File: src/verilog/ddr3_wr_pkg.sv
`default_nettype none

package ddr3_wr_pkg;

	// width of one frame word as it comes out of the ADC FIFO
	localparam int WORD_W = 128;
	// byte-level memory address seen on app_addr
	localparam int ADDR_W = 26;
	// address counter in units of 8-word lines
	localparam int LINE_W = 23;
	// number of data words following a header
	localparam int BURST_W = 21;

	// frame delimiters in bits 127:126
	localparam logic [1:0] HDR_TAG = 2'b01;
	localparam logic [1:0] FTR_TAG = 2'b10;

	// header layout, msb first
	// tag 127:126, burst count 84:64, start line 57:35
	typedef struct packed {
		logic [1:0]         tag;
		logic [125:85]      rsvd_hi;
		logic [BURST_W-1:0] burst_count;
		logic [63:58]       rsvd_gap;
		logic [LINE_W-1:0]  start_line;
		logic [34:0]        rsvd_lo;
	} hdr_fields_t;

	// one frame word, decoded as header/footer or passed raw as data
	typedef union packed {
		logic [WORD_W-1:0] raw;
		hdr_fields_t       hdr;
	} frame_word_t;

	// native app_cmd codes
	typedef enum logic [2:0] {
		APP_CMD_WR = 3'b000,
		APP_CMD_RD = 3'b001
	} app_cmd_t;

endpackage

`default_nettype wire

File: src/verilog/wr_addr_if.sv
`timescale 1ns/1ps
`default_nettype none

// write command request from the frame controller to the arbiter
interface wr_addr_if;
	import ddr3_wr_pkg::*;

	// one more write command wanted
	logic              wr_request;
	// address of the next write, line counter times 8
	logic [ADDR_W-1:0] wr_addr;
	// frame in progress, writes win the arbiter
	logic              wr_mode;
	// pulse when the memory takes the write command
	logic              wr_addr_ack;

	modport ctrl (output wr_request, output wr_addr, output wr_mode, input wr_addr_ack);
	modport arb (input wr_request, input wr_addr, input wr_mode, output wr_addr_ack);

endinterface

`default_nettype wire

File: src/verilog/sync_fwft_fifo.sv
`timescale 1ns/1ps
`default_nettype none

module sync_fwft_fifo #(
	parameter int WIDTH = 128,
	parameter int DEPTH = 16
) (
	input  logic             clk,
	input  logic             reset,
	input  logic             wr_en,
	input  logic [WIDTH-1:0] wr_dat,
	output logic             full,
	input  logic             rd_en,
	output logic [WIDTH-1:0] rd_dat,
	output logic             empty
);

	localparam int PTR_W = (DEPTH > 1) ? $clog2(DEPTH) : 1;
	localparam int CNT_W = $clog2(DEPTH + 1);

	// word storage
	logic [WIDTH-1:0] mem [DEPTH];
	logic [PTR_W-1:0] wr_ptr;
	logic [PTR_W-1:0] rd_ptr;
	logic [CNT_W-1:0] count;
	logic             do_push;
	logic             do_pop;

	// push into a full FIFO and pop from an empty one are dropped
	assign do_push = wr_en & ~full;
	assign do_pop  = rd_en & ~empty;

	assign full  = (count == CNT_W'(DEPTH));
	assign empty = (count == '0);

	// head word shows without a read strobe
	assign rd_dat = mem[rd_ptr];

	always_ff @(posedge clk) begin
		if (do_push)
			mem[wr_ptr] <= wr_dat;
	end

	always_ff @(posedge clk) begin
		if (reset) begin
			wr_ptr <= '0;
			rd_ptr <= '0;
			count  <= '0;
		end else begin
			// pointers wrap at DEPTH, so any depth works
			if (do_push)
				wr_ptr <= (wr_ptr == PTR_W'(DEPTH - 1)) ? '0 : wr_ptr + 1'b1;
			if (do_pop)
				rd_ptr <= (rd_ptr == PTR_W'(DEPTH - 1)) ? '0 : rd_ptr + 1'b1;
			case ({do_push, do_pop})
				2'b10:   count <= count + 1'b1;
				2'b01:   count <= count - 1'b1;
				default: count <= count;
			endcase
		end
	end

endmodule

`default_nettype wire

File: src/verilog/ddr3_wr_control.sv
`timescale 1ns/1ps
`default_nettype none

module ddr3_wr_control (
	input  logic                          clk,
	input  logic                          reset,
	// frame FIFO head, first-word fall-through
	input  ddr3_wr_pkg::frame_word_t      frame_dat,
	input  logic                          frame_empty,
	output logic                          frame_rd_en,
	// memory write data channel
	output logic                          app_wdf_wren,
	input  logic                          app_wdf_rdy,
	output logic [ddr3_wr_pkg::WORD_W-1:0] app_wdf_data,
	output logic                          app_wdf_end,
	// write command requests to the arbiter
	wr_addr_if.ctrl                       addr,
	// fill-header FIFO
	output logic [ddr3_wr_pkg::WORD_W-1:0] hdr_wr_dat,
	output logic                          hdr_wr_en,
	output logic                          sync_err
);

	import ddr3_wr_pkg::*;

	// one-hot state bit positions
	localparam int IDLE        = 0;
	localparam int TST_HDR_TAG = 1;
	localparam int INIT        = 2;
	localparam int WRITE       = 3;
	localparam int TST_FTR_TAG = 4;
	localparam int SYNC_ERR    = 5;
	localparam int DONE        = 6;

	logic [6:0]         state;
	logic [6:0]         next_state;
	logic [WORD_W-1:0]  hdr_latch;
	logic [BURST_W-1:0] data_cnt;
	logic [BURST_W-1:0] cmd_cnt;
	logic [LINE_W-1:0]  addr_cnt;
	logic               beat_done;

	// a beat moves when both sides agree
	assign beat_done = app_wdf_wren & app_wdf_rdy;

	// copy of the header, kept for the readout client
	always_ff @(posedge clk) begin
		if (state[INIT])
			hdr_latch <= frame_dat.raw;
	end

	// data burst counter, counts accepted beats down
	always_ff @(posedge clk) begin
		if (reset)
			data_cnt <= '0;
		else if (state[INIT])
			data_cnt <= frame_dat.hdr.burst_count;
		else if (beat_done)
			data_cnt <= data_cnt - 1'b1;
	end

	// command counter runs apart from the data count,
	// commands and data beats are accepted independently
	always_ff @(posedge clk) begin
		if (reset)
			cmd_cnt <= '0;
		else if (state[INIT])
			cmd_cnt <= frame_dat.hdr.burst_count;
		else if (addr.wr_addr_ack)
			cmd_cnt <= cmd_cnt - 1'b1;
	end

	// line address, one step per accepted write command
	always_ff @(posedge clk) begin
		if (reset)
			addr_cnt <= '0;
		else if (state[INIT])
			addr_cnt <= frame_dat.hdr.start_line;
		else if (addr.wr_addr_ack)
			addr_cnt <= addr_cnt + 1'b1;
	end

	always_ff @(posedge clk) begin
		if (reset)
			state <= 7'(1) << IDLE;
		else
			state <= next_state;
	end

	always_comb begin
		next_state = '0;
		case (1'b1)
			// wait for the first word of a frame
			state[IDLE]:
				if (frame_empty)
					next_state[IDLE] = 1'b1;
				else
					next_state[TST_HDR_TAG] = 1'b1;
			// header is at the head, check its tag
			state[TST_HDR_TAG]:
				if (frame_dat.hdr.tag == HDR_TAG)
					next_state[INIT] = 1'b1;
				else
					next_state[SYNC_ERR] = 1'b1;
			// counters load and header pops here
			// an empty burst skips straight to the footer
			state[INIT]:
				if (frame_dat.hdr.burst_count == '0)
					next_state[TST_FTR_TAG] = 1'b1;
				else
					next_state[WRITE] = 1'b1;
			// stay until every beat and every command is taken
			state[WRITE]:
				if (data_cnt == '0 && cmd_cnt == '0)
					next_state[TST_FTR_TAG] = 1'b1;
				else
					next_state[WRITE] = 1'b1;
			// footer may not have arrived yet
			state[TST_FTR_TAG]:
				if (frame_empty)
					next_state[TST_FTR_TAG] = 1'b1;
				else if (frame_dat.hdr.tag == FTR_TAG)
					next_state[DONE] = 1'b1;
				else
					next_state[SYNC_ERR] = 1'b1;
			// lost framing, only reset gets out
			state[SYNC_ERR]:
				next_state[SYNC_ERR] = 1'b1;
			state[DONE]:
				next_state[IDLE] = 1'b1;
			default:
				next_state[IDLE] = 1'b1;
		endcase
	end

	// data words go out raw straight from the FIFO head
	assign app_wdf_wren = state[WRITE] & ~frame_empty & (data_cnt != '0);
	assign app_wdf_data = frame_dat.raw;
	assign app_wdf_end  = app_wdf_wren;

	// pop the header in INIT, each accepted beat in WRITE, the footer in DONE
	assign frame_rd_en = state[INIT] | state[DONE] | beat_done;

	assign addr.wr_request = state[WRITE] & (cmd_cnt != '0);
	assign addr.wr_addr    = {addr_cnt, 3'b000};
	// held through the error state too, keeps reads off the bus
	assign addr.wr_mode    = ~state[IDLE];

	assign hdr_wr_dat = hdr_latch;
	assign hdr_wr_en  = state[DONE];
	assign sync_err   = state[SYNC_ERR];

endmodule

`default_nettype wire

File: src/verilog/ddr3_addr_control.sv
`timescale 1ns/1ps
`default_nettype none

module ddr3_addr_control (
	input  logic                          clk,
	input  logic                          reset,
	// write requests from the frame controller
	wr_addr_if.arb                        addr,
	// external read requests
	input  logic                          rd_request,
	input  logic [ddr3_wr_pkg::ADDR_W-1:0] rd_addr,
	output logic                          rd_addr_ack,
	// memory command channel
	output logic                          app_en,
	output ddr3_wr_pkg::app_cmd_t         app_cmd,
	output logic [ddr3_wr_pkg::ADDR_W-1:0] app_addr,
	input  logic                          app_rdy
);

	import ddr3_wr_pkg::*;

	// holding register for the command on the bus
	logic              cmd_valid;
	// tag bit, high when the held command is a write
	logic              cmd_is_wr;
	logic [ADDR_W-1:0] cmd_addr;
	logic              accept;
	logic              take_wr;
	logic              take_rd;

	assign accept = cmd_valid & app_rdy;

	// register takes a new command only while it is empty,
	// so the requester has already seen the ack of the last one
	// and updated its counters and address
	assign take_wr = ~cmd_valid & addr.wr_mode & addr.wr_request;
	assign take_rd = ~cmd_valid & ~addr.wr_mode & rd_request;

	always_ff @(posedge clk) begin
		if (reset) begin
			cmd_valid <= 1'b0;
			cmd_is_wr <= 1'b0;
		end else if (take_wr) begin
			cmd_valid <= 1'b1;
			cmd_is_wr <= 1'b1;
		end else if (take_rd) begin
			cmd_valid <= 1'b1;
			cmd_is_wr <= 1'b0;
		end else if (accept) begin
			cmd_valid <= 1'b0;
		end
	end

	// address of the held command, written on a load
	always_ff @(posedge clk) begin
		if (take_wr)
			cmd_addr <= addr.wr_addr;
		else if (take_rd)
			cmd_addr <= rd_addr;
	end

	assign app_en   = cmd_valid;
	assign app_cmd  = cmd_is_wr ? APP_CMD_WR : APP_CMD_RD;
	assign app_addr = cmd_addr;

	// ack goes back to whoever owns the held command
	assign addr.wr_addr_ack = accept & cmd_is_wr;
	assign rd_addr_ack      = accept & ~cmd_is_wr;

endmodule

`default_nettype wire

File: src/verilog/ddr3_wr_path.sv
`timescale 1ns/1ps
`default_nettype none

module ddr3_wr_path #(
	parameter int FRAME_FIFO_DEPTH = 16,
	parameter int HDR_FIFO_DEPTH   = 4
) (
	input  logic                          clk,
	input  logic                          reset,
	// ADC capture stream
	input  logic                          adc_wr_en,
	input  logic [ddr3_wr_pkg::WORD_W-1:0] adc_dat,
	output logic                          adc_full,
	// memory write data channel
	output logic                          app_wdf_wren,
	output logic [ddr3_wr_pkg::WORD_W-1:0] app_wdf_data,
	output logic                          app_wdf_end,
	input  logic                          app_wdf_rdy,
	// memory command channel
	output logic                          app_en,
	output ddr3_wr_pkg::app_cmd_t         app_cmd,
	output logic [ddr3_wr_pkg::ADDR_W-1:0] app_addr,
	input  logic                          app_rdy,
	// read client
	input  logic                          rd_request,
	input  logic [ddr3_wr_pkg::ADDR_W-1:0] rd_addr,
	output logic                          rd_addr_ack,
	// fill-header readout
	input  logic                          hdr_rd_en,
	output logic [ddr3_wr_pkg::WORD_W-1:0] hdr_dat,
	output logic                          hdr_empty,
	output logic                          sync_err
);

	import ddr3_wr_pkg::*;

	logic [WORD_W-1:0] frame_dat;
	logic              frame_empty;
	logic              frame_rd_en;
	logic [WORD_W-1:0] hdr_wr_dat;
	logic              hdr_wr_en;

	wr_addr_if wr_addr_bus ();

	// ADC frames waiting for the controller
	sync_fwft_fifo #(.WIDTH(WORD_W), .DEPTH(FRAME_FIFO_DEPTH)) frame_fifo_inst (
		.clk(clk), .reset(reset),
		.wr_en(adc_wr_en), .wr_dat(adc_dat), .full(adc_full),
		.rd_en(frame_rd_en), .rd_dat(frame_dat), .empty(frame_empty)
	);

	ddr3_wr_control wr_control_inst (
		.clk(clk), .reset(reset),
		.frame_dat(frame_dat), .frame_empty(frame_empty), .frame_rd_en(frame_rd_en),
		.app_wdf_wren(app_wdf_wren), .app_wdf_rdy(app_wdf_rdy),
		.app_wdf_data(app_wdf_data), .app_wdf_end(app_wdf_end),
		.addr(wr_addr_bus.ctrl),
		.hdr_wr_dat(hdr_wr_dat), .hdr_wr_en(hdr_wr_en), .sync_err(sync_err)
	);

	ddr3_addr_control addr_control_inst (
		.clk(clk), .reset(reset),
		.addr(wr_addr_bus.arb),
		.rd_request(rd_request), .rd_addr(rd_addr), .rd_addr_ack(rd_addr_ack),
		.app_en(app_en), .app_cmd(app_cmd), .app_addr(app_addr), .app_rdy(app_rdy)
	);

	// headers of finished frames for the readout client
	sync_fwft_fifo #(.WIDTH(WORD_W), .DEPTH(HDR_FIFO_DEPTH)) hdr_fifo_inst (
		.clk(clk), .reset(reset),
		.wr_en(hdr_wr_en), .wr_dat(hdr_wr_dat), .full(),
		.rd_en(hdr_rd_en), .rd_dat(hdr_dat), .empty(hdr_empty)
	);

endmodule

`default_nettype wire

File: config.mk
export PLATFORM = sky130hd
export DESIGN_NAME = ddr3_wr_path
export DESIGN_NICKNAME = d
export VERILOG_FILES = /design/src/verilog/ddr3_wr_pkg.sv /design/src/verilog/wr_addr_if.sv /design/src/verilog/sync_fwft_fifo.sv /design/src/verilog/ddr3_wr_control.sv /design/src/verilog/ddr3_addr_control.sv /design/src/verilog/ddr3_wr_path.sv
export SDC_FILE = /design/constraint.sdc
export NUM_CORES = 2
export LEC_CHECK = 0
export ABC_AREA = 1
export BUFFER_PORTS_ARGS = -buffer_cell sky130_fd_sc_hd__buf_4
export CAP_MARGIN = 5
export CORE_MARGIN = 4
export CORE_UTILIZATION = 23
export DETAILED_ROUTE_END_ITERATION = 8
export HOLD_SLACK_MARGIN = 0.12
export PLACE_DENSITY = 0.36
export SLEW_MARGIN = 20
export SYNTH_ARGS = -nofsm -noshare
export SYNTH_HDL_FRONTEND = slang
export SYNTH_SLANG_ARGS = --single-unit
File: constraint.sdc
create_clock -name clk -period 6.3 [get_ports clk]
set_input_delay 0.315 -clock clk [delete_from_list [all_inputs] [get_ports clk]]
set_output_delay 0.315 -clock clk [all_outputs]
set_load 0.005 [all_outputs]
# After elaboration in Yosys (flattened, before gate mapping)
# Memory sizes are Yosys's and may differ from the RTL's. A register that Yosys moved wholly into a read port is not among the register bits.
# Cells that the tools add are included.
[word_totals]
output_inout_bits = 292
ff_bits = 248
ram_bits = 2560
elab_cells = 145
inputBits = 161
n_memories = 2
[classes]
addsub = 11
n_reduce_logical = 19
eq_ne = 12
n_bitwise = 26
n_mux = 55
[mem_list]
columns = ["memory", "words", "width", "rd", "rd_ports_with_merged_regs", "write_ports", "line_no", "text"]
rows = [
  ["frame_fifo_inst.mem", 16, 128, 1, 1, 1, "sync_fwft_fifo.sv:22", "logic [WIDTH-1:0] mem [DEPTH];"],
  ["hdr_fifo_inst.mem", 4, 128, 1, 1, 1, "sync_fwft_fifo.sv:22", ""],
]
[ops]
columns = ["op", "count"]
rows = [
  ["$mux W21", 4],
  ["$logic_not A21 Y1", 3],
  ["$mux W26", 2],
  ["$mux W23", 2],
  ["$reduce_bool A21 Y1", 2],
  ["$sub A21 B1 Y21 const B", 2],
  ["$mux W1", 37],
  ["$add A23 B1 Y23 const B", 1],
  ["$mux W4", 4],
  ["$and A1 B1 Y1", 15],
  ["$eq A2 B2 Y1 const B", 5],
  ["$pmux W5 S2", 1],
  ["$reduce_bool A2 Y1", 5],
  ["$not A1 Y1", 9],
  ["$add A4 B1 Y4 const B", 2],
  ["$eq A4 B4 Y1 const B", 2],
  ["$mux W2", 4],
  ["$reduce_or A7 Y1", 1],
  ["$eq A2 B1 Y1 const B", 3],
  ["$pmux W3 S2", 1],
  ["$reduce_or A3 Y1", 2],
  ["$add A5 B1 Y5 const B", 1],
  ["$eq A5 B5 Y1 const B", 1],
  ["$logic_not A5 Y1", 1],
  ["10 further kinds", 13],
]

# Longest topological paths before layout
[depth]
depth_word = 9
depth_mapped = 23
depth_no_buf = 23

# Modules after synthesis
# From an unflattened synthesis, not the netlist that was laid out.
[hier_totals]
hier_cells = 8871
hier_area_um2 = 113035.9
[modules_own_cells]
columns = ["mod", "seq_area_each_um2", "area_each_um2", "n_inst", "cells_each"]
rows = [
  ["sync_fwft_fifo at frame_fifo_inst", 61839.3, 82238.9, 1, 6440],
  ["sync_fwft_fifo at hdr_fifo_inst", 15554.9, 19861.5, 1, 1309],
  ["ddr3_wr_control", 5285.1, 9462.8, 1, 992],
  ["ddr3_addr_control", 820.8, 1472.7, 1, 130],
]

# Worst setup path after synthesis
# Ideal clock, no wire load.
[synth_timing]
kind = "register to register"
from = "register frame_fifo_inst.count[1]"
to = "memory frame_fifo_inst.mem[11][0] (enable)"
setup_ns = 0.616
setup_slack_ns = -0.536
stages_incl_launch_ff = 7
n_path_buf = 0
t_arrival_ns = 6.220
period_less_slack_ns = 6.836
t_required_ns = 5.684
path_cell_list = "dfxtp_1 > nor4_2 > nand2_1 > nand2_1 > nor2_1 > nand2_1 > nor2_1"
[synth_via]
elab_chain_len = 5
[synth_rtl]
columns = ["item", "line_no", "text"]
rows = [
  ["from (decl)", "sync_fwft_fifo.sv:25", "logic [CNT_W-1:0] count;"],
  ["from (signal assigned)", "sync_fwft_fifo.sv:56", "2'b10: count <= count + 1'b1;"],
  ["from (signal assigned)", "sync_fwft_fifo.sv:57", "2'b01: count <= count - 1'b1;"],
  ["from (signal assigned)", "sync_fwft_fifo.sv:58", "default: count <= count;"],
  ["$eq A5 B5 Y1", "sync_fwft_fifo.sv:33", "assign full = (count == CNT_W'(DEPTH));"],
  ["$not A1 Y1", "sync_fwft_fifo.sv:30", "assign do_push = wr_en & ~full;"],
  ["$and A1 B1 Y1", "sync_fwft_fifo.sv:30", ""],
  ["$mux W1", "sync_fwft_fifo.sv:40", "if (do_push)"],
  ["$mux W1 (implied by the code)", "sync_fwft_fifo.sv:41", "mem[wr_ptr] <= wr_dat;"],
  ["to (decl)", "sync_fwft_fifo.sv:22", ""],
]
# No other way between the ends.

==> flow_metrics.env <==
export IMPL_worstSetupEndpointType="output port"
export IMPL_groute_usage_overall_pct=15.63
export IMPL_place_ws_ns=1.914
export IMPL_vias=69648
export IMPL_ctsHtreeMaxLevel=5
export IMPL_relSlewSlack_pct=17.35
export IMPL_synth_top_area_share_pct=74.55
export IMPL_swShare_pct=23.06
export IMPL_synth_warnings=0
export IMPL_drt_vias_per_instance=4.588
export IMPL_cpLargestDelayFamily="buffers and inverters"
export IMPL_ys_top_cells_by_count="edfxtp_1, nor2_1, o21ai_0, nand2_1, o22ai_1"
export IMPL_yosysMostFrequentCell="edfxtp_1"
export IMPL_ys_types=52
export IMPL_ir_drop_v=0.0002039
export IMPL_p_int_mw=32.22
export IMPL_p_switching_mw=9.657
export IMPL_hp_class="in -> reg"
export IMPL_cts_resized_gates=0
export IMPL_cts_sink_count=2814
export IMPL_worst_slack_ns=0.7524
export IMPL_drc=0
export IMPL_min_from="rd_addr[2]"
export IMPL_hold_buffers=161
export IMPL_dp_hpwl_mm=221.3
export IMPL_fin_setup_tns_ns=0
export IMPL_ys_seq_elements=2814
export IMPL_p_per_area_mw_per_mm2=318.0
export IMPL_instances_no_fill=15179
export IMPL_cts_tree="done"
export IMPL_yosysTopAreaCell="edfxtp_1"
export IMPL_synth_area_mm2=0.1092
export IMPL_syn_to_final_growth_pct=20.58
export IMPL_p_clk_share_pct=43.8
export IMPL_post_cts_setup_buffers=0
export IMPL_worstMarginPinSlew_ns=1.237
export IMPL_path_common_cell="nand2_1"
export IMPL_seqPwrFrac_pct=49.7
export IMPL_cts_buffers=328
export IMPL_clock_path_buffers=4
export IMPL_synth_seq_area_share_pct=76.44
export IMPL_synth_simple_area_share_pct=8.895
export IMPL_crit_path_max_fanout=281
export IMPL_slowest_delay_ns=0.94
export IMPL_grt_pass1_wl_mm=546.3
export IMPL_path_buf_inv=3
export IMPL_nets=8873
export IMPL_die_height_um=697.0
export IMPL_fin_crit_ns=5.548
export IMPL_syn_avg_cell_area_um2=13.41
export IMPL_antenna_left=0
export IMPL_finalClockSkew_ns=0.05932
export IMPL_r2r_end="wr_control_inst.hdr_wr_dat[126]"
export IMPL_root_buffer="clkbuf_16"
export IMPL_grt_ovfl_total=0
export IMPL_synth_top_family_by_area="compound AO/OA/AOI/OAI gates"
export IMPL_outcome="completed"
export IMPL_slew_viol_final=0
export IMPL_pwr_share_comb_pct=6.5
export IMPL_drtPass1Iterations=5
export IMPL_cp_start_kind="register"
export IMPL_synth_adder_area_share_pct=0.2246
export IMPL_core_area_mm2=0.4720
export IMPL_synth_edf_count=2711
export IMPL_grt_pass1_vias=67358
export IMPL_initial_core_util_pct=23.13
export IMPL_first_iter_violations=5567
export IMPL_clk_latency_ns=0.93
export IMPL_ios=453
export IMPL_dp_cells=14425
export IMPL_slowest_stage="dfxtp_4"
export IMPL_regToRegSetupSlack_ns=1.90
export IMPL_portBuffers=450
export IMPL_muxShareOfSynthArea_pct=0.08250
export IMPL_critPathKind="reg -> out"
export IMPL_grt_max_degree=282
export IMPL_fp_dieArea_mm2=0.4859
export IMPL_hold_depth=4
export IMPL_wire_per_inst_um=26.03
export IMPL_cts_clk_slew_worst_paths_ns=0.06
export IMPL_async_reset_ff_share_pct=0
export IMPL_synth_xor_area_share_pct=0.3288
export IMPL_path_cells="clkinv_16, o21ai_1, o22ai_1, nand2_1, nand2_1, mux2i_1, inv_1, buf_4"
export IMPL_gp_congestion=0.7397
export IMPL_cp_arrival_ns=5.23
export IMPL_drt_wl_total_mm=395.1
export IMPL_synthCells=8143
export IMPL_hold_viol_final=0
export IMPL_antenna_found_initial=95
export IMPL_min_period_over_period_pct=88.06
export IMPL_synth_top_flop_cell="edfxtp_1"
export IMPL_worst_hold_path_endpoint="addr_control_inst.app_addr[2]"
export IMPL_num_rows=252
export IMPL_die_x_um=697.0
export IMPL_synth_area_leaders="edfxtp_1, o21ai_0, nor2_1"
export IMPL_power_leakage_nw=43.55
export IMPL_rsz0062_at_grt="false"
export IMPL_required_ns=5.98
export IMPL_synth_compound_area_share_pct=10.90
export IMPL_setup_viol_count_final=0
export IMPL_maxCapViolCount=0
export IMPL_reg2reg_depth=7
export IMPL_drive_gt1_share_pct=12.19
export IMPL_clock_fmax_mhz=180.3
-- cell usage in the layout (no fill, tap or decap), types with 22 or more instances in the layout --
cell | Yosys | layout
edfxtp_1 | 2711 | 2711
nor2_1 | 1342 | 1322
o21ai_0 | 1187 | 1187
nand2_1 | 763 | 763
buf_4 | 45 | 545
o22ai_1 | 376 | 371
clkbuf_16 | 0 | 335
nand3_1 | 288 | 288
o221ai_1 | 196 | 196
inv_1 | 195 | 191
dlygate4sd3_1 | 0 | 161
o21ai_1 | 105 | 105
o211ai_1 | 102 | 102
dfxtp_1 | 103 | 96
clkbuf_1 | 291 | 86
clkinv_1 | 2 | 64
a21oi_1 | 62 | 62
buf_12 | 0 | 55
clkinv_2 | 0 | 42
xor2_1 | 29 | 29
nor2_4 | 2 | 22
-- logic make-up (layout without fill, tap and decap cells) --
group                    count (synthesis)  after routing
AO/OA/AOI/OAI                         2065           2065
other                                    1             19
AND/OR/NAND/NOR                       2450           2450
adder cells (fa/ha/maj)                 19             19
flip-flops                            2814           2814
buffers and inverters                  744           1539
XOR/XNOR                                41             41
multiplexers                             9              9
-- stage by stage --
stage	power (mW)	cell area [um2]	hold slack (ns)	util [%]
floorplan	22.14	109200	0.4139	-
global placement	23.83	119800	0.4607	25.37
detailed placement	23.87	119800	0.4660	25.38
CTS	42.54	131600	0.1443	27.89
global route	43.50	131600	0.2028	27.89
finish	41.87	131700	0.2420	27.90
-- sequential cells by signal, summed over array words and instances (netlist names), named ones only --
signal / flops
frame_fifo_inst.mem: 2048
hdr_fifo_inst.mem: 512
wr_control_inst.hdr_wr_dat: 128
addr_control_inst.app_addr: 26
wr_control_inst.addr_cnt: 23
wr_control_inst.cmd_cnt: 21
wr_control_inst.data_cnt: 21
wr_control_inst.state: 7
frame_fifo_inst.count: 5
frame_fifo_inst.rd_ptr: 4
frame_fifo_inst.wr_ptr: 4
hdr_fifo_inst.count: 3
hdr_fifo_inst.rd_ptr: 2
hdr_fifo_inst.wr_ptr: 2
addr_control_inst.app_en: 1
addr_control_inst.cmd_is_wr: 1
-- routing by layer --
metal  wire, um  vias up  GRT usage (%)
li1           -    31306              -
met1     182700    35771          21.88
met2     179700     1951          24.91
met3      23670      580          3.168
met4       8726       40          3.370
met5        232        -              0
-- worst register-to-register path, cell delays in order (launching register included) --
cell and delay, ns:
dfxtp_4 0.94, clkinv_16 0.71, o21ai_1 0.80, o22ai_1 0.11
nand2_1 0.09, nand2_1 0.06, mux2i_1 0.85, inv_1 0.47
-- worst max-delay path by stage --
stage,startpoint,slack (ns),depth (start not counted),endpoint
2_1_floorplan,frame_fifo_inst.count[1],-0.54,6,frame_fifo_inst.mem[11][0]
3_3_place_gp,register,1.84,8,app_wdf_data[126]
3_5_place_dp,register,1.91,8,app_wdf_data[126]
4_1_cts,register,0.87,8,app_wdf_data[126]
5_1_grt,register,0.74,8,app_wdf_data[126]
6_report,register,0.75,8,app_wdf_data[126]
-- cell type report --
cell class	count	area, um2
Inverter	202	828.3
Tap cell	6223	7786
Sequential cell	2814	83500
Clock inverter	152	1471
Multi-Input combinational cell	4586	22500
Timing Repair Buffer	761	6804
Fill cell	47837	340300
Clock buffer	424	8747
Antenna cell	17	42.54
-- power groups by stage --
stage	logic (mW)	clock network (mW)	registers [mW]
6_report	2.72	18.3	20.8
2_1_floorplan	0.972	0	21.2
3_3_place_gp	2.63	0	21.2
3_5_place_dp	2.67	0	21.2
4_1_cts	2.80	18.9	20.8
5_1_grt	2.97	19.7	20.8
No activity file was read; power rests on OpenSTA's default activity.
